### src/common/fedp_defines.svh
// Build-time sizes for the FEDP special-value path; include wherever lane count or depth is needed
`ifndef FEDP_DEFINES_SVH
`define FEDP_DEFINES_SVH

// --------------------
// Configuration
// --------------------

// Lanes per request, one 16-bit A word and one 16-bit B word each
`define FEDP_LANES 4

// Delay line depth standing in for the multiplier array, at least 1
`define FEDP_PIPE_STAGES 2

// --------------------
// Derived widths
// --------------------

`define FEDP_FMT_W  3
`define FEDP_WORD_W 16
`define FEDP_C_W    32

// Flat width of one request: format, mask, A and B words, FP32 C
`define FEDP_REQ_W (`FEDP_FMT_W + `FEDP_LANES + 2 * `FEDP_WORD_W * `FEDP_LANES + `FEDP_C_W)

`endif

### src/common/fedp_pkg.sv
// Shared types of the FEDP special-value path; import into every module of the pipeline
`include "fedp_defines.svh"

package fedp_pkg;

    // Operand formats, any other code means no format and yields no flags
    typedef enum logic [`FEDP_FMT_W-1:0] {
        FMT_FP16 = 3'd0,
        FMT_BF16 = 3'd1,
        FMT_FP8  = 3'd2,
        FMT_BF8  = 3'd3
    } fmt_t;

    // Raw request as it enters the pipeline
    typedef struct packed {
        fmt_t                                   fmt;
        logic [`FEDP_LANES-1:0]                 mask;
        logic [`FEDP_LANES-1:0][`FEDP_WORD_W-1:0] a;
        logic [`FEDP_LANES-1:0][`FEDP_WORD_W-1:0] b;
        logic [`FEDP_C_W-1:0]                   c;
    } fedp_req_t;

    // Class of one element, at most one of zero/inf/nan is set
    typedef struct packed {
        logic sign;
        logic is_zero;
        logic is_inf;
        logic is_nan;
    } fedp_class_t;

    // Index 0 is the low byte, or the whole word in 16-bit formats
    typedef struct packed {
        fedp_class_t [1:0] a;
        fedp_class_t [1:0] b;
    } lane_class_t;

    typedef struct packed {
        fmt_t                               fmt;
        logic [`FEDP_LANES-1:0]             mask;
        lane_class_t [`FEDP_LANES-1:0]      lanes;
        fedp_class_t                        c;
    } fedp_bundle_t;

    // Exceptional outcome of C + sum(A*B)
    typedef struct packed {
        logic sign;
        logic is_nan;
        logic is_inf;
    } fedp_excep_t;

endpackage

### src/fedp/fedp_classify.sv
// First pipeline stage: classifies every A, B and C element and registers the class bundle
`timescale 1ns/1ps
`include "fedp_defines.svh"

module fedp_classify import fedp_pkg::*; (
    input  logic         clk,
    input  logic         i_arst_n,
    input  logic         i_valid,
    input  fedp_req_t    i_req,
    output logic         o_valid,
    output fedp_bundle_t o_bundle
);

    fedp_bundle_t bundle_d;

    // Generic field decode, E4M3 has no inf and a single NaN pattern
    function automatic fedp_class_t make_class(
        input logic sgn,
        input logic exp_ones,
        input logic exp_zero,
        input logic man_zero,
        input logic man_ones,
        input logic has_inf
    );
        fedp_class_t cls;
        cls.sign    = sgn;
        cls.is_zero = exp_zero & man_zero;
        cls.is_inf  = has_inf & exp_ones & man_zero;
        cls.is_nan  = has_inf ? (exp_ones & ~man_zero) : (exp_ones & man_ones);
        return cls;
    endfunction

    // One 16-bit word as a single element or as two bytes
    function automatic void decode_word(
        input  logic [`FEDP_WORD_W-1:0] w,
        input  fmt_t                    fmt,
        output fedp_class_t [1:0]       cls
    );
        logic [7:0] hb;
        cls = '0;
        case (fmt)
            FMT_FP16: begin
                cls[0] = make_class(w[15], &w[14:10], ~|w[14:10], ~|w[9:0], &w[9:0], 1'b1);
            end
            FMT_BF16: begin
                cls[0] = make_class(w[15], &w[14:7], ~|w[14:7], ~|w[6:0], &w[6:0], 1'b1);
            end
            FMT_FP8: begin
                for (int h = 0; h < 2; h++) begin
                    hb = w[h*8 +: 8];
                    cls[h] = make_class(hb[7], &hb[6:3], ~|hb[6:3], ~|hb[2:0], &hb[2:0], 1'b0);
                end
            end
            FMT_BF8: begin
                for (int h = 0; h < 2; h++) begin
                    hb = w[h*8 +: 8];
                    cls[h] = make_class(hb[7], &hb[6:2], ~|hb[6:2], ~|hb[1:0], &hb[1:0], 1'b1);
                end
            end
            default: begin
                cls = '0;
            end
        endcase
    endfunction

    // --------------------
    // Decode
    // --------------------
    always_comb begin
        bundle_d      = '0;
        bundle_d.fmt  = i_req.fmt;
        bundle_d.mask = i_req.mask;
        for (int l = 0; l < `FEDP_LANES; l++) begin
            decode_word(i_req.a[l], i_req.fmt, bundle_d.lanes[l].a);
            decode_word(i_req.b[l], i_req.fmt, bundle_d.lanes[l].b);
        end
        // Accumulator is always FP32
        bundle_d.c = make_class(i_req.c[31], &i_req.c[30:23], ~|i_req.c[30:23],
                                ~|i_req.c[22:0], &i_req.c[22:0], 1'b1);
    end

    // --------------------
    // Output register
    // --------------------
    always_ff @(posedge clk or negedge i_arst_n) begin
        if (!i_arst_n) begin
            o_valid  <= 1'b0;
            o_bundle <= '0;
        end else begin
            o_valid <= i_valid;
            if (i_valid) begin
                o_bundle <= bundle_d;
            end
        end
    end

endmodule

### src/fedp/fedp_class_delay.sv
// Shift register that holds class bundles for the latency of the multiplier array
`timescale 1ns/1ps
`include "fedp_defines.svh"

module fedp_class_delay import fedp_pkg::*; #(
    parameter int DEPTH = `FEDP_PIPE_STAGES
) (
    input  logic         clk,
    input  logic         i_arst_n,
    input  logic         i_valid,
    input  fedp_bundle_t i_bundle,
    output logic         o_valid,
    output fedp_bundle_t o_bundle
);

    fedp_bundle_t     stage_q [DEPTH];
    logic [DEPTH-1:0] vld_q;

    // Every entry moves one stage per clock, no stall
    always_ff @(posedge clk or negedge i_arst_n) begin
        if (!i_arst_n) begin
            vld_q <= '0;
            for (int k = 0; k < DEPTH; k++) begin
                stage_q[k] <= '0;
            end
        end else begin
            vld_q[0]   <= i_valid;
            stage_q[0] <= i_bundle;
            for (int k = 1; k < DEPTH; k++) begin
                vld_q[k]   <= vld_q[k-1];
                stage_q[k] <= stage_q[k-1];
            end
        end
    end

    // Last stage feeds the merger
    assign o_valid  = vld_q[DEPTH-1];
    assign o_bundle = stage_q[DEPTH-1];

endmodule

### src/fedp/fedp_exceptions.sv
// Final stage: folds per-lane product flags and C into one registered exception result
`timescale 1ns/1ps
`include "fedp_defines.svh"

module fedp_exceptions import fedp_pkg::*; (
    input  logic         clk,
    input  logic         i_arst_n,
    input  logic         i_valid,
    input  fedp_bundle_t i_bundle,
    output logic         o_valid,
    output fedp_excep_t  o_excep
);

    logic [`FEDP_LANES-1:0] prod_nan;
    logic [`FEDP_LANES-1:0] prod_inf;
    logic [`FEDP_LANES-1:0] prod_sign;
    logic                   fmt_known;
    logic                   is_8bit;
    logic                   has_pos;
    logic                   has_neg;
    logic                   res_nan;
    fedp_excep_t            excep_d;

    // Undefined format codes silence every flag, C included
    always_comb begin
        case (i_bundle.fmt)
            FMT_FP16, FMT_BF16: begin
                fmt_known = 1'b1;
                is_8bit   = 1'b0;
            end
            FMT_FP8, FMT_BF8: begin
                fmt_known = 1'b1;
                is_8bit   = 1'b1;
            end
            default: begin
                fmt_known = 1'b0;
                is_8bit   = 1'b0;
            end
        endcase
    end

    // --------------------
    // Per-lane products
    // --------------------
    for (genvar l = 0; l < `FEDP_LANES; l++) begin : g_lane
        lane_class_t lc;
        logic [1:0]  nan_in;
        logic [1:0]  inf_z;
        logic [1:0]  inf_op;
        logic [1:0]  sgn;
        logic [1:0]  sub_inf;
        logic [1:0]  sub_pos;
        logic [1:0]  sub_neg;
        logic        sub_nan;
        logic        sub_add_nan;
        logic        live;

        assign lc   = i_bundle.lanes[l];
        assign live = i_bundle.mask[l] & fmt_known;

        for (genvar j = 0; j < 2; j++) begin : g_sub
            assign nan_in[j]  = lc.a[j].is_nan | lc.b[j].is_nan;
            assign inf_z[j]   = (lc.a[j].is_inf & lc.b[j].is_zero)
                              | (lc.a[j].is_zero & lc.b[j].is_inf);
            assign inf_op[j]  = lc.a[j].is_inf | lc.b[j].is_inf;
            assign sgn[j]     = lc.a[j].sign ^ lc.b[j].sign;
            // A real infinity, not inf*0
            assign sub_inf[j] = inf_op[j] & ~inf_z[j];
            assign sub_pos[j] = sub_inf[j] & ~sgn[j];
            assign sub_neg[j] = sub_inf[j] & sgn[j];
        end

        // Sub-product pair: NaN input, inf*0, or +inf meeting -inf
        assign sub_nan     = (|nan_in) | (|inf_z);
        assign sub_add_nan = (sub_pos[0] & sub_neg[1]) | (sub_neg[0] & sub_pos[1]);

        always_comb begin
            if (is_8bit) begin
                prod_nan[l]  = (sub_nan | sub_add_nan) & live;
                prod_inf[l]  = (|sub_inf) & live;
                prod_sign[l] = (|sub_neg) & ~(|sub_pos);
            end else begin
                // 16-bit formats use index 0 only
                prod_nan[l]  = (nan_in[0] | inf_z[0]) & live;
                prod_inf[l]  = sub_inf[0] & live;
                prod_sign[l] = sgn[0];
            end
        end
    end

    // --------------------
    // Global merge
    // --------------------
    assign has_pos = (|(prod_inf & ~prod_sign))
                   | (i_bundle.c.is_inf & ~i_bundle.c.sign & fmt_known);
    assign has_neg = (|(prod_inf & prod_sign))
                   | (i_bundle.c.is_inf & i_bundle.c.sign & fmt_known);

    // Opposite infinities anywhere in the sum give NaN
    assign res_nan = (|prod_nan) | (i_bundle.c.is_nan & fmt_known) | (has_pos & has_neg);

    assign excep_d.sign   = has_neg & ~has_pos;
    assign excep_d.is_nan = res_nan;
    assign excep_d.is_inf = (has_pos | has_neg) & ~res_nan;

    // Result holds between requests
    always_ff @(posedge clk or negedge i_arst_n) begin
        if (!i_arst_n) begin
            o_valid <= 1'b0;
            o_excep <= '0;
        end else begin
            o_valid <= i_valid;
            if (i_valid) begin
                o_excep <= excep_d;
            end
        end
    end

endmodule

### src/verilog/fedp_special_top.sv
// Top of the FEDP special-value path: classifier, delay line and exception merger in series
`timescale 1ns/1ps
`include "fedp_defines.svh"

module fedp_special_top import fedp_pkg::*; (
    input  logic        clk,
    input  logic        i_arst_n,
    input  logic        i_valid,
    input  fedp_req_t   i_req,
    output logic        o_valid,
    output fedp_excep_t o_excep
);

    logic         cls_valid;
    fedp_bundle_t cls_bundle;
    logic         dly_valid;
    fedp_bundle_t dly_bundle;

    // Stage 1, operand classes
    fedp_classify u_classify (
        .clk      (clk),
        .i_arst_n (i_arst_n),
        .i_valid  (i_valid),
        .i_req    (i_req),
        .o_valid  (cls_valid),
        .o_bundle (cls_bundle)
    );

    // Matches the multiplier latency
    fedp_class_delay #(
        .DEPTH (`FEDP_PIPE_STAGES)
    ) u_class_delay (
        .clk      (clk),
        .i_arst_n (i_arst_n),
        .i_valid  (cls_valid),
        .i_bundle (cls_bundle),
        .o_valid  (dly_valid),
        .o_bundle (dly_bundle)
    );

    // Last stage, registered result
    fedp_exceptions u_exceptions (
        .clk      (clk),
        .i_arst_n (i_arst_n),
        .i_valid  (dly_valid),
        .i_bundle (dly_bundle),
        .o_valid  (o_valid),
        .o_excep  (o_excep)
    );

endmodule

### config.mk
export PLATFORM = sky130hd
export DESIGN_NAME = fedp_special_top
export DESIGN_NICKNAME = d
export VERILOG_FILES = /design/src/common/fedp_pkg.sv /design/src/fedp/fedp_classify.sv /design/src/fedp/fedp_class_delay.sv /design/src/fedp/fedp_exceptions.sv /design/src/verilog/fedp_special_top.sv
export VERILOG_INCLUDE_DIRS = /design/src /design/src/common
export SDC_FILE = /design/constraint.sdc
export NUM_CORES = 1
export LEC_CHECK = 0
export BUFFER_PORTS_ARGS = -buffer_cell sky130_fd_sc_hd__buf_2
export CAP_MARGIN = 25
export CORE_MARGIN = 3
export CORE_UTILIZATION = 35
export DETAILED_ROUTE_END_ITERATION = 12
export PLACE_DENSITY = 0.63
export SLEW_MARGIN = 0
export SYNTH_ARGS = -nofsm -noshare
export SYNTH_HDL_FRONTEND = slang
export SYNTH_SLANG_ARGS = --single-unit
### constraint.sdc
create_clock -name clk -period 2.15 [get_ports clk]
set_input_delay 0 -clock clk [delete_from_list [all_inputs] [get_ports clk]]
set_output_delay 0 -clock clk [all_outputs]
set_load 0.1 [all_outputs]
After elaboration in Yosys (flattened, before gate mapping)
Index checks and enable logic that the tools add are counted.
- flip-flop bits (word level): 229
- output and inout port bits: 4
- bits in latches: 0
- input bits: 170
- RAM bits: 0
- bits in read-only memories: 0
- memories: 0
- logic and storage cells: 800
- eq/ne operators: 6
- magnitude comparators: 0
- shifts and indexed selects: 0
- multiplexer cells: 30
- $add $sub $neg: 0
- reductions and logical operators: 262
- bitwise logic cells: 289
- multiply operators: 0
- divide/modulo/power cells: 0
- operator list (cell ; number):
    bitwise AND 1 bit ; 210
    one-hot mux 4 bit (4 select lines) ; 8
    logical NOT 1 bit ; 89
    AND reduction 5 bit ; 16
    OR reduction 10 bit ; 8
    OR reduction 4 bit ; 20
    OR reduction 5 bit ; 16
    OR reduction 2 bit ; 37
    AND reduction 8 bit ; 9
    one-hot mux 4 bit (2 select lines) ; 8
    AND reduction 4 bit ; 16
    OR reduction 8 bit ; 8
    OR reduction 7 bit ; 8
    AND reduction 3 bit ; 16
    OR reduction 3 bit ; 16
    OR 1 bit ; 45
    inverter 1 bit ; 23
    OR reduction 23 bit ; 1
    two-way mux 1 bit ; 14
    equality test 3 x 2 -> 1 bit, second input constant ; 4
    bitwise AND 4 bit ; 2
    XOR 1 bit ; 8
    equality test 3 x 1 -> 1 bit, second input constant ; 2
    logical NOT 3 bit ; 2
    inverter 4 bit ; 1

Longest topological paths before layout
Gate-level depths: netlist (run 1).
- word-level depth: 17
- gate-level depth with buffers: 8
- mapped depth without buffers: 7

By module
From an unflattened synthesis (run 1), not the netlist that was laid out.
- cells, all modules: 785
- area, all modules: 9331.4 um^2
- by module, submodules not included (module ; seq. area each (um^2) ; area an instance (um^2) ; cells each ; times used):
    fedp_class_delay ; 3803.6 ; 4366.7 ; 227 ; 1
    fedp_classify ; 1901.8 ; 4057.6 ; 444 ; 1
    fedp_exceptions ; 100.1 ; 907.1 ; 114 ; 1

Worst setup path before layout (run 1)
OpenSTA, ideal clock, no wires.
- kind: reg-to-reg
- start point: reg u_class_delay.stage_q, in the netlist u_class_delay.o_bundle[74]
- end point: reg u_exceptions.o_excep[1] (netlist name)
- data required time: 2.029 ns
- path buffers: 1
- library setup time: 0.121 ns
- stages on the path, launching flop included: 9
- setup slack: 0.254 ns
- arrival time: 1.775 ns
- period minus slack after synthesis: 1.896 ns
- cells stage by stage: dfrtp_1 -> buf_6 -> nor4b_2 -> a211oi_2 -> nand3b_4 -> a222oi_1 -> o311ai_1 -> nor2b_1 -> o22a_1
- cells in the longest elaborated chain, start to end: 11
- elaborated cells on any way between the ends: 54
- those cells by class: eq/ne (3); mux (14); bitwise (31); reduce/logical (6)
- RTL lines (item ; RTL line ; RTL):
    start: declaration ; fedp_class_delay.sv:16 ; fedp_bundle_t stage_q [DEPTH];
    start signal: indexed assignment ; fedp_class_delay.sv:31 ; stage_q[k] <= stage_q[k-1];
    equality test 3 x 1 -> 1 bit, or another cell as far along ; fedp_exceptions.sv:26 ; case (i_bundle.fmt)
    OR reduction 4 bit (no source line) ; n/a ;
    two-way mux 1 bit ; fedp_exceptions.sv:26 ;
    bitwise AND 1 bit ; fedp_exceptions.sv:59 ; assign live = i_bundle.mask[l] & fmt_known;
    bitwise AND 1 bit, on equally long branches ; fedp_exceptions.sv:85, fedp_exceptions.sv:80 ;
    two-way mux 1 bit ; fedp_exceptions.sv:78 ; if (is_8bit) begin
    bitwise AND 4 bit, on equally long branches ; fedp_exceptions.sv:94, fedp_exceptions.sv:96 ;
    OR reduction 4 bit, on equally long branches ; fedp_exceptions.sv:94, fedp_exceptions.sv:96 ;
    OR 1 bit, on equally long branches ; fedp_exceptions.sv:95, fedp_exceptions.sv:97 ;
    bitwise AND 1 bit ; fedp_exceptions.sv:100 ; assign res_nan = (|prod_nan) | (i_bundle.c.is_nan & fmt_known) | (has_pos & has_neg);
    OR 1 bit * ; fedp_exceptions.sv:100 ;
Every way passes the cells marked *; elsewhere a longest branch is shown, timed or not.
A chain may end at the register's enable or synchronous reset.

Worst setup path after layout (run 1)
- start point: reg u_class_delay.stage_q, in the netlist u_class_delay.o_bundle[39]
- end point: reg u_exceptions.o_excep[1] (netlist name)
- cells in the longest elaborated chain, start to end: 13
- elaborated cells on any way between the ends: 26
- those cells by class: mux (2); bitwise (19); reduce/logical (5)
- RTL lines (item ; RTL line ; RTL):
    XOR 1 bit * ; fedp_exceptions.sv:66 ; assign sgn[j] = lc.a[j].sign ^ lc.b[j].sign;
    inverter 1 bit ; fedp_exceptions.sv:69 ; assign sub_pos[j] = sub_inf[j] & ~sgn[j];
    bitwise AND 1 bit ; fedp_exceptions.sv:69 ;
    OR reduction 2 bit ; fedp_exceptions.sv:81 ; prod_sign[l] = (|sub_neg) & ~(|sub_pos);
    inverter 1 bit ; fedp_exceptions.sv:81 ;
    bitwise AND 1 bit ; fedp_exceptions.sv:81 ;
    two-way mux 1 bit ; fedp_exceptions.sv:78 ;
    inverter 4 bit ; fedp_exceptions.sv:94 ; assign has_pos = (|(prod_inf & ~prod_sign))
    bitwise AND 4 bit ; fedp_exceptions.sv:94 ;
    OR reduction 4 bit ; fedp_exceptions.sv:94 ;
    OR 1 bit ; fedp_exceptions.sv:95 ; | (i_bundle.c.is_inf & ~i_bundle.c.sign & fmt_known);
    bitwise AND 1 bit ; fedp_exceptions.sv:100 ;
    OR 1 bit * ; fedp_exceptions.sv:100 ;
Marks and branches as above.

==> results of run 1 <==
## what timing repair did
| item | CTS | global route |
|---|---|---|
| buffers inserted | 0 | 2 |
| hold endpoints to repair | 233 | 0 |
| gates resized for setup | 0 | 22 |
| setup endpoints to repair | 0 | 6 |
| hold buffers | 142 | 0 |
## synth_stat cells (2+ instances only)
cell type	n
dfrtp_1	226
nor2_1	61
inv_1	56
o21ai_0	41
nand2_1	38
nand3_1	32
nand4_1	26
o22ai_1	25
clkbuf_1	22
a21oi_1	21
nor3_1	20
nor4_1	15
maj3_1	12
mux2_2	10
o211ai_1	10
a31oi_1	9
xor2_1	9
and4_1	8
mux2i_1	8
or4_1	8
a41oi_1	7
nand3b_1	7
nor4_2	7
a22o_1	6
a22oi_1	6
and3_1	6
nand2b_1	6
o21ai_1	6
a211oi_1	5
or2_1	5
buf_1	4
xnor2_1	4
nor2b_1	3
o311ai_1	3
o41ai_1	3
a21o_1	2
buf_6	2
nand4b_1	2
o21a_1	2
o311a_1	2
## critical path, stage by stage (launching register included)
cell	delay (ns)
dfrtp_1	0.40
xor2_2	0.23
xor2_1	0.18
o311ai_1	0.12
a2111o_1	0.45
a22oi_1	0.22
a32oi_1	0.16
o22a_1	0.21
## metal layers
layer / wire length (um) / track usage
met5: 0 / 0
met4: 516 / 0.04880
met3: 1268 / 0.02569
met2: 11620 / 0.3017
met1: 10510 / 0.2320
## cells by family (layout without fill, tap and decap cells)
| family | after synthesis | count (layout) | synth area share |
|---|---|---|---|
| xor gates and xnor gates | 13 | 13 | 0.01286 |
| DFF | 226 | 226 | 0.6385 |
| buffers and inverters | 85 | 438 | 0.03786 |
| AOI/OAI and AO/OA | 160 | 160 | 0.1181 |
| and+or+nand+nor | 252 | 252 | 0.1574 |
| muxes | 18 | 18 | 0.02176 |
| adders and majority gates | 12 | 12 | 0.01356 |
## power breakdown
part	internal (mW)	switching [mW]	total [mW]
Clock	2.19	1.60	3.79
Sequential	4.43	0.0947	4.52
Combinational	0.489	0.645	1.13
Total	7.10	2.34	9.44
## area by class of cell
type | instances | area [um2] | share of cell area
Inverter | 56 | 210.2 | 0.01680
Multi-Input combinational cell | 455 | 2982 | 0.2383
Clock buffer | 28 | 624.3 | 0.04989
Clock inverter | 12 | 95.09 | 0.007598
Tap cell | 324 | 405.4 | 0.03239
Sequential cell | 226 | 5657 | 0.4520
Timing Repair Buffer | 342 | 2541 | 0.2031
## worst paths after layout
kind                                               to  cells past startpoint                        from  slack (ns)
max in group asynchronous   u_class_delay.stage_q[92]                      3                    i_arst_n        1.33
hold / removal                u_classify.o_bundle[30]                      5                  i_req[114]       0.008
hold reg to reg            u_class_delay.o_bundle[24]                      0   u_class_delay.stage_q[99]        0.35
setup reg to reg              u_exceptions.o_excep[1]                      7  u_class_delay.o_bundle[39]        0.07
setup / recovery              u_exceptions.o_excep[1]                      7  u_class_delay.o_bundle[39]        0.07
min in group asynchronous     u_classify.o_bundle[32]                      2                    i_arst_n        0.06
## metrics by stage
step	instance area (um2)	hold WS, ns	power (mW)	setup slack [ns]	cells
2_1_floorplan	8857	-0.2956	5.057	0.2538	766
3_3_place_gp	10250	0.03800	5.523	0.08268	1260
3_5_place_dp	10250	0.03741	5.543	0.01681	1260
4_1_cts	12390	0.0006743	9.486	0.005688	1442
5_1_grt	12510	0.03949	9.827	-0.04022	1443
6_report	12510	0.007582	9.444	0.06877	1443
## sequential cells by signal, summed over array words and instances (netlist names)
| register | cells |
|---|---|
| u_class_delay.stage_q | 73 |
| u_exceptions.o_excep | 3 |
| u_exceptions.o_valid | 1 |
| u_class_delay.vld_q | 2 |
| u_classify.o_valid | 1 |
| u_classify.o_bundle | 73 |
| u_class_delay.o_bundle | 73 |
==> results_dict.tcl, run 1 <==
set metrics [dict create \
    synth_area_um2 8857 \
    dieArea_um2 27250 \
    period_share 0.9680 \
    netlist-cell-type-count 61 \
    drt_iter0_markers 516 \
    synth-seq-cells 226 \
    overflow 0 \
    grt_start_max_net_pins 87 \
    clock_sinks 226 \
    grt_antenna_before_repair 0 \
    syn_inst 766 \
    fin_util 0.5086 \
    area_growth_syn_to_layout_pct 41.29 \
    viasPerCell 5.029 \
    synth_top_area_frac 0.6385 \
    finalHoldViolations 0 \
    slew_headroom 0.4383 \
    insertion_delay_ns 0.50 \
    ios 174 \
    clkTransAtPathRegs_ns 0.06 \
    portBuffers 173 \
    cap_viol_max_count 0 \
    cp_data_required_time_ns 2.53 \
    cts_buffer_depth 3 \
    yosysWarnings 0 \
    ys_seq_area_frac 0.6385 \
    tns_ns 0 \
    outcome "finished, final reports clean" \
    nNetsFinal 1274 \
    synthTopCellsByArea "dfrtp_1 (64%), nor2_1 (2.6%), inv_1 (2.4%), o21ai_0 (2.3%), nand4_1 (1.8%)" \
    post-route-drc-count 0 \
    fin_crit_ns 2.081 \
    antenna_cells 0 \
    wl_um 23920 \
    routabilityCongestion 0.8139 \
    end_kind "register" \
    grt_pass1_vias 7516 \
    postRouteAntennaNets 0 \
    hold_path.class "in2reg" \
    syn_avg_cell_area_um2 11.56 \
    grt_pass1_wl_um 37920 \
    dr.pass1.iters 4 \
    drive_above_1_share 0.2493 \
    leakagePower_nw 5.650 \
    vdd_ir_drop_max_uv 422.2 \
    std_cell_rows 57 \
    skew_ns 0.009641 \
    cts_made_buffers 23 \
    final_cell_mix "dfrtp_1 (225), buf_2 (171), dlygate4sd3_1 (141)" \
    cts_tree "done" \
    num_vias 7257 \
    tightestPinTransition_ns 0.8425 \
    p_per_area_nw_per_um2 754.6 \
    max_freq_mhz 480.5 \
    ys_async_sr_fraction 1.000 \
    cts_root_buffer "clkbuf_16" \
    core_area_um2 24600 \
    cp-start-kind "register" \
    rsz0062_at_grt "true" \
    drv_slew 0 \
    synth_fp_nets 936 \
    synth_enable_flop_cells 0 \
    synth_top_cell_by_area "dfrtp_1" \
    path_class "reg2reg" \
    die_w_um 165.1 \
    critical_path_arrival_ns 2.46 \
    synth-main-ff-cell "dfrtp_1" \
    fillers 2138 \
    dp_hpwl_um 16030 \
    gr-usage-all-layers 0.1754 \
    path_max_fanout 2 \
    htreeDepth 1 \
    start_util 0.3600 \
    avgRoutedWirePerCell_um 16.58 \
    final_common_cell "dfrtp_1" \
    setup_viol 0 \
    dieHeight_um 165.1 \
]
(Power assumes the default switching activity.)
==> inputs of run 2 (changes only) <==
==> constraint.sdc (replaced) <==
create_clock -name clk -period 2.15 [get_ports clk]
set_input_delay 0.215 -clock clk [delete_from_list [all_inputs] [get_ports clk]]
set_output_delay 0.215 -clock clk [all_outputs]
set_load 0.1 [all_outputs]
==> results_dict.tcl, run 2 (same netlist as run 1, synthesis figures left out) <==
set metrics [dict create \
    outcome "finished with violations" \
    failed_checks "negative setup slack" \
    cts_root_buffer "clkbuf_16" \
    overflow 0 \
    cp-start-kind "register" \
    p_per_area_nw_per_um2 848.5 \
    leakagePower_nw 5.206 \
    die_w_um 165.1 \
    critical_path_arrival_ns 2.55 \
    clockPowerShare 0.427 \
    cpPeakStageDelay_ns 0.47 \
    dp_hpwl_um 16350 \
    vdd_ir_drop_max_uv 472.4 \
    end_kind "register" \
    final_cell_mix "dfrtp_1 (225), buf_2 (171), nor2_1 (61)" \
    final_common_cell "dfrtp_1" \
    hold_path.class "in2reg" \
    ios 174 \
    setup_viol 1 \
    antenna_cells 0 \
    post-route-drc-count 0 \
    intPower_mw 7.354 \
    path_cells "a22o_1, o221ai_2, nand3b_4, a222oi_1, o311ai_2, nor2b_1, o22a_1" \
    insertion_delay_ns 0.49 \
    tightestPinTransition_ns 0.5458 \
    fin_area_um2 11350 \
    routabilityCongestion 0.8038 \
    slew_headroom 0.6362 \
    drive_above_1_share 0.2792 \
    clkTransAtPathRegs_ns 0.06 \
    period_share 1.011 \
    fillers 2230 \
    crit_path_top_delay_cell "a222oi_1" \
    p_total_mw 9.633 \
    skew_ns 0.004342 \
    finalHoldViolations 0 \
    cts_made_buffers 23 \
    wl_um 22070 \
    switching_share 0.2366 \
    num_vias 6679 \
    portBuffers 173 \
    power.switching_mw 2.279 \
    nNetsFinal 1157 \
    grt_start_max_net_pins 73 \
    drv_slew 0 \
    grt_pass1_wl_um 34400 \
    start_util 0.3600 \
    dieHeight_um 165.1 \
    viasPerCell 5.033 \
    max_freq_mhz 460.1 \
    cap_viol_max_count 0 \
    dr.pass1.iters 5 \
    gr-usage-all-layers 0.1610 \
    cts_buffer_depth 3 \
    worst_slack_ns -0.02325 \
    htreeDepth 1 \
    clock_sinks 226 \
    std_cell_rows 57 \
    postRouteAntennaNets 0 \
    pwr-share-comb 0.103 \
    core_area_um2 24600 \
    tns_ns -0.02325 \
    grt_antenna_before_repair 0 \
    drt_iter0_markers 480 \
    cts_tree "done" \
    path_class "reg2reg" \
    area_growth_syn_to_layout_pct 28.18 \
    dieArea_um2 27250 \
    top_regs "u_class_delay.o_bundle: 73 flops, u_class_delay.stage_q: 73 flops, u_classify.o_bundle: 73 flops" \
    fin_crit_ns 2.173 \
    crit_buf_inv 0 \
    cp_data_required_time_ns 2.53 \
    dpl-instance-area_um2 10320 \
    grt_pass1_vias 6591 \
    seqPwrFrac 0.470 \
    critical-path-top-delay-family "compound AO/OA/AOI/OAI gates" \
    r2r_setup_slack_ns -0.02 \
    path_max_fanout 4 \
    avgRoutedWirePerCell_um 16.63 \
]
[run 2: final timing paths]
| path | start | to | cells past startpoint |
|---|---|---|---|
| min in group asynchronous | i_arst_n | u_classify.o_bundle[32] | 2 |
| max in group asynchronous | i_arst_n | u_class_delay.o_bundle[8] | 3 |
| max reg2reg | u_class_delay.o_bundle[54] | u_exceptions.o_excep[1] | 7 |
| min reg2reg | u_class_delay.stage_q[89] | u_class_delay.o_bundle[14] | 0 |
| min | i_req[84] | u_classify.o_bundle[53] | 3 |
| max | u_class_delay.o_bundle[54] | u_exceptions.o_excep[1] | 7 |
[run 2: timing repair]
item,in CTS,in global routing
hold endpoints to repair,77,0
resized for setup,0,14
hold buffers,15,0
endpoints found under the setup margin,0,3
buffers inserted,0,1
[run 2: cell type report]
class,count,area [um2],area share
Tap cell,324,405.4,0.03571
Clock inverter,8,125.1,0.01102
Multi-Input combinational cell,455,2935,0.2585
Inverter,56,210.2,0.01851
Sequential cell,226,5657,0.4982
Clock buffer,33,673.1,0.05929
Timing Repair Buffer,225,1348,0.1187
[run 2: power by group through the flow]
| stage | Clock, mW | Combinational, mW | Sequential [mW] |
|---|---|---|---|
| after floorplan | 0 | 0.375 | 4.68 |
| after global placement | 0 | 0.944 | 4.59 |
| after detailed placement | 0 | 0.956 | 4.60 |
| after CTS | 4.22 | 0.981 | 4.52 |
| after global routing | 4.40 | 1.09 | 4.54 |
| final | 4.12 | 0.993 | 4.52 |
[run 2: worst reg2reg max path, cell delays in order (launching register included)]
cell,delay (ns)
dfrtp_1,0.41
a22o_1,0.30
o221ai_2,0.21
nand3b_4,0.10
a222oi_1,0.47
o311ai_2,0.23
nor2b_1,0.18
o22a_1,0.16
[run 2: metal layers]
metal / vias to the layer above / wire length, um / share of wire / GRT usage
met1: 3227 / 10160 / 0.46 / 0.2290
met4: 0 / 323 / 0.015 / 0.03851
met3: 22 / 1196 / 0.054 / 0.02070
li1: 3219 / - / - / -
met2: 211 / 10390 / 0.47 / 0.2637
met5: - / 0 / 0 / 0
[run 2: stage by stage]
step                hold slack, ns    util  setup WS, ns  std cells
floorplan                 -0.08059       -        0.2538        766
global placement            0.2076  0.4196       0.06325       1270
detailed placement          0.2100  0.4196       0.01948       1270
CTS                       0.005448  0.4581       0.01292       1326
global route               0.01747  0.4614      -0.07022       1327
finish                     0.01746  0.4614      -0.02325       1327
==> inputs of run 3 (changes only) <==
--- a/config.mk
+++ b/config.mk
@@ -11,7 +11,7 @@
 export CORE_MARGIN = 3
 export CORE_UTILIZATION = 35
 export DETAILED_ROUTE_END_ITERATION = 12
-export PLACE_DENSITY = 0.63
+export PLACE_DENSITY = 0.65
 export SLEW_MARGIN = 0
 export SYNTH_ARGS = -nofsm -noshare
 export SYNTH_HDL_FRONTEND = slang
==> results_dict.tcl, run 3 (same netlist as run 1, synthesis figures left out) <==
set metrics [dict create \
    hold_path.class "in2reg" \
    slew_headroom 0.5605 \
    top_regs "u_class_delay.o_bundle: 73 flops, u_class_delay.stage_q: 73 flops, u_classify.o_bundle: 73 flops" \
    gr-usage-all-layers 0.1614 \
    p_per_area_nw_per_um2 863.8 \
    ios 174 \
    post-route-drc-count 0 \
    dr.pass1.iters 5 \
    outcome "finished, final reports clean" \
    viasPerCell 5.064 \
    vdd_ir_drop_max_uv 494.5 \
    drv_slew 0 \
    instances_no_fill 1321 \
    final_cell_mix "dfrtp_1 (226), buf_2 (171), nor2_1 (60)" \
    cts_made_buffers 23 \
    htreeDepth 1 \
    cp_data_required_time_ns 2.55 \
    avgRoutedWirePerCell_um 16.42 \
    period_share 0.9730 \
    area_growth_syn_to_layout_pct 28.46 \
    grt_pass1_wl_um 34900 \
    cts_root_buffer "clkbuf_16" \
    num_vias 6689 \
    std_cell_rows 57 \
    end_kind "register" \
    finalHoldViolations 0 \
    tns_ns 0 \
    cts_buffer_depth 3 \
    path_class "reg2reg" \
    core_area_um2 24600 \
    routabilityCongestion 0.7979 \
    post_cts_buffers 0 \
    skew_ns 0.01928 \
    dieArea_um2 27250 \
    drive_above_1_share 0.2788 \
    tightestPinTransition_ns 0.6532 \
    multiInputGateArea_um2 2962 \
    setup_viol 0 \
    start_util 0.3600 \
    max_freq_mhz 478.0 \
    startpoint "u_class_delay.o_bundle[74]" \
    clkTransAtPathRegs_ns 0.06 \
    wl_um 21690 \
    dp_hpwl_um 15660 \
    cts_tree "done" \
    critical_path_arrival_ns 2.49 \
    p_total_mw 9.828 \
    antenna_cells 0 \
    dieHeight_um 165.1 \
    fillers 2267 \
    dpl.cell_count 1261 \
    portBuffers 173 \
    r2r_start "u_class_delay.o_bundle[74]" \
    worstHoldStart "i_req[165]" \
    overflow 0 \
    fin_crit_ns 2.092 \
    grt_pass1_vias 6729 \
    drt_iter0_markers 373 \
    leakagePower_nw 5.208 \
    final_common_cell "dfrtp_1" \
    clock_sinks 226 \
    path_max_fanout 7 \
    postRouteAntennaNets 0 \
    ff_latch_area_um2 5655 \
    insertion_delay_ns 0.51 \
    cap_viol_max_count 0 \
    cp-start-kind "register" \
    grt_start_max_net_pins 71 \
    nNetsFinal 1150 \
    grt_antenna_before_repair 0 \
    die_w_um 165.1 \
]
## run 3: power breakdown
| group | internal, mW | total [mW] | leakage (nW) | switching [mW] |
|---|---|---|---|---|
| Clock | 2.68 | 4.32 | 0.414 | 1.64 |
| Sequential | 4.43 | 4.52 | 3.01 | 0.0917 |
| Combinational | 0.381 | 0.993 | 1.78 | 0.612 |
## run 3: repair_timing
| item | in CTS | in global routing |
|---|---|---|
| endpoints found under the hold margin | 76 | 0 |
| pin swaps | 0 | 5 |
| hold buffers | 18 | 0 |
| gates resized for setup | 1 | 14 |
| endpoints found under the setup margin | 1 | 3 |
## run 3: worst max-delay path: stages, from the launching register on
cell and delay [ns]:
dfrtp_1 0.40, buf_4 0.18, nor4b_4 0.28, a211oi_2 0.05, nand3b_4 0.16, a222oi_1 0.36, o311ai_2 0.21, nor2b_1 0.17
o22a_1 0.15
## run 3: area by class of cell
cell class / instances / share of cell area
Multi-Input combinational cell: 455 / 0.2603
Sequential cell: 226 / 0.4970
Timing Repair Buffer: 218 / 0.1152
Clock buffer: 27 / 0.05454
Inverter: 56 / 0.01847
Clock inverter: 15 / 0.01880
Tap cell: 324 / 0.03563
## run 3: routing by layer
layer / share of wire / up-vias / GRT usage
li1: - / 3213 / -
met1: 0.45 / 3230 / 0.2220
met2: 0.47 / 216 / 0.2685
met3: 0.053 / 30 / 0.02195
met4: 0.023 / 0 / 0.04613
met5: 0 / - / 0
## run 3: path summary, 6_finish.rpt
| check | to | slack [ns] | cells after the start |
|---|---|---|---|
| worst max-delay path | u_exceptions.o_excep[1] | 0.06 | 8 |
| worst min-delay path | u_classify.o_bundle[62] | 0.02 | 3 |
| worst max register to register | u_exceptions.o_excep[1] | 0.06 | 8 |
| worst min register to register | u_class_delay.o_bundle[34] | 0.34 | 0 |
| max in group asynchronous | u_classify.o_bundle[71] | 1.19 | 3 |
| min in group asynchronous | u_classify.o_bundle[31] | 0.23 | 2 |
## run 3: metrics by stage
stage          setup slack (ns)  cell area, um2  hold WS [ns]  utilization
6_report                0.05796           11380       0.01689       0.4624
5_1_grt                -0.04437           11380      0.003019       0.4624
4_1_cts                 0.03412           11290      0.002065       0.4589
3_5_place_dp            0.04382           10270        0.1738       0.4173
3_3_place_gp            0.07538           10270        0.1733       0.4173
2_1_floorplan            0.2538            8857      -0.08059            -
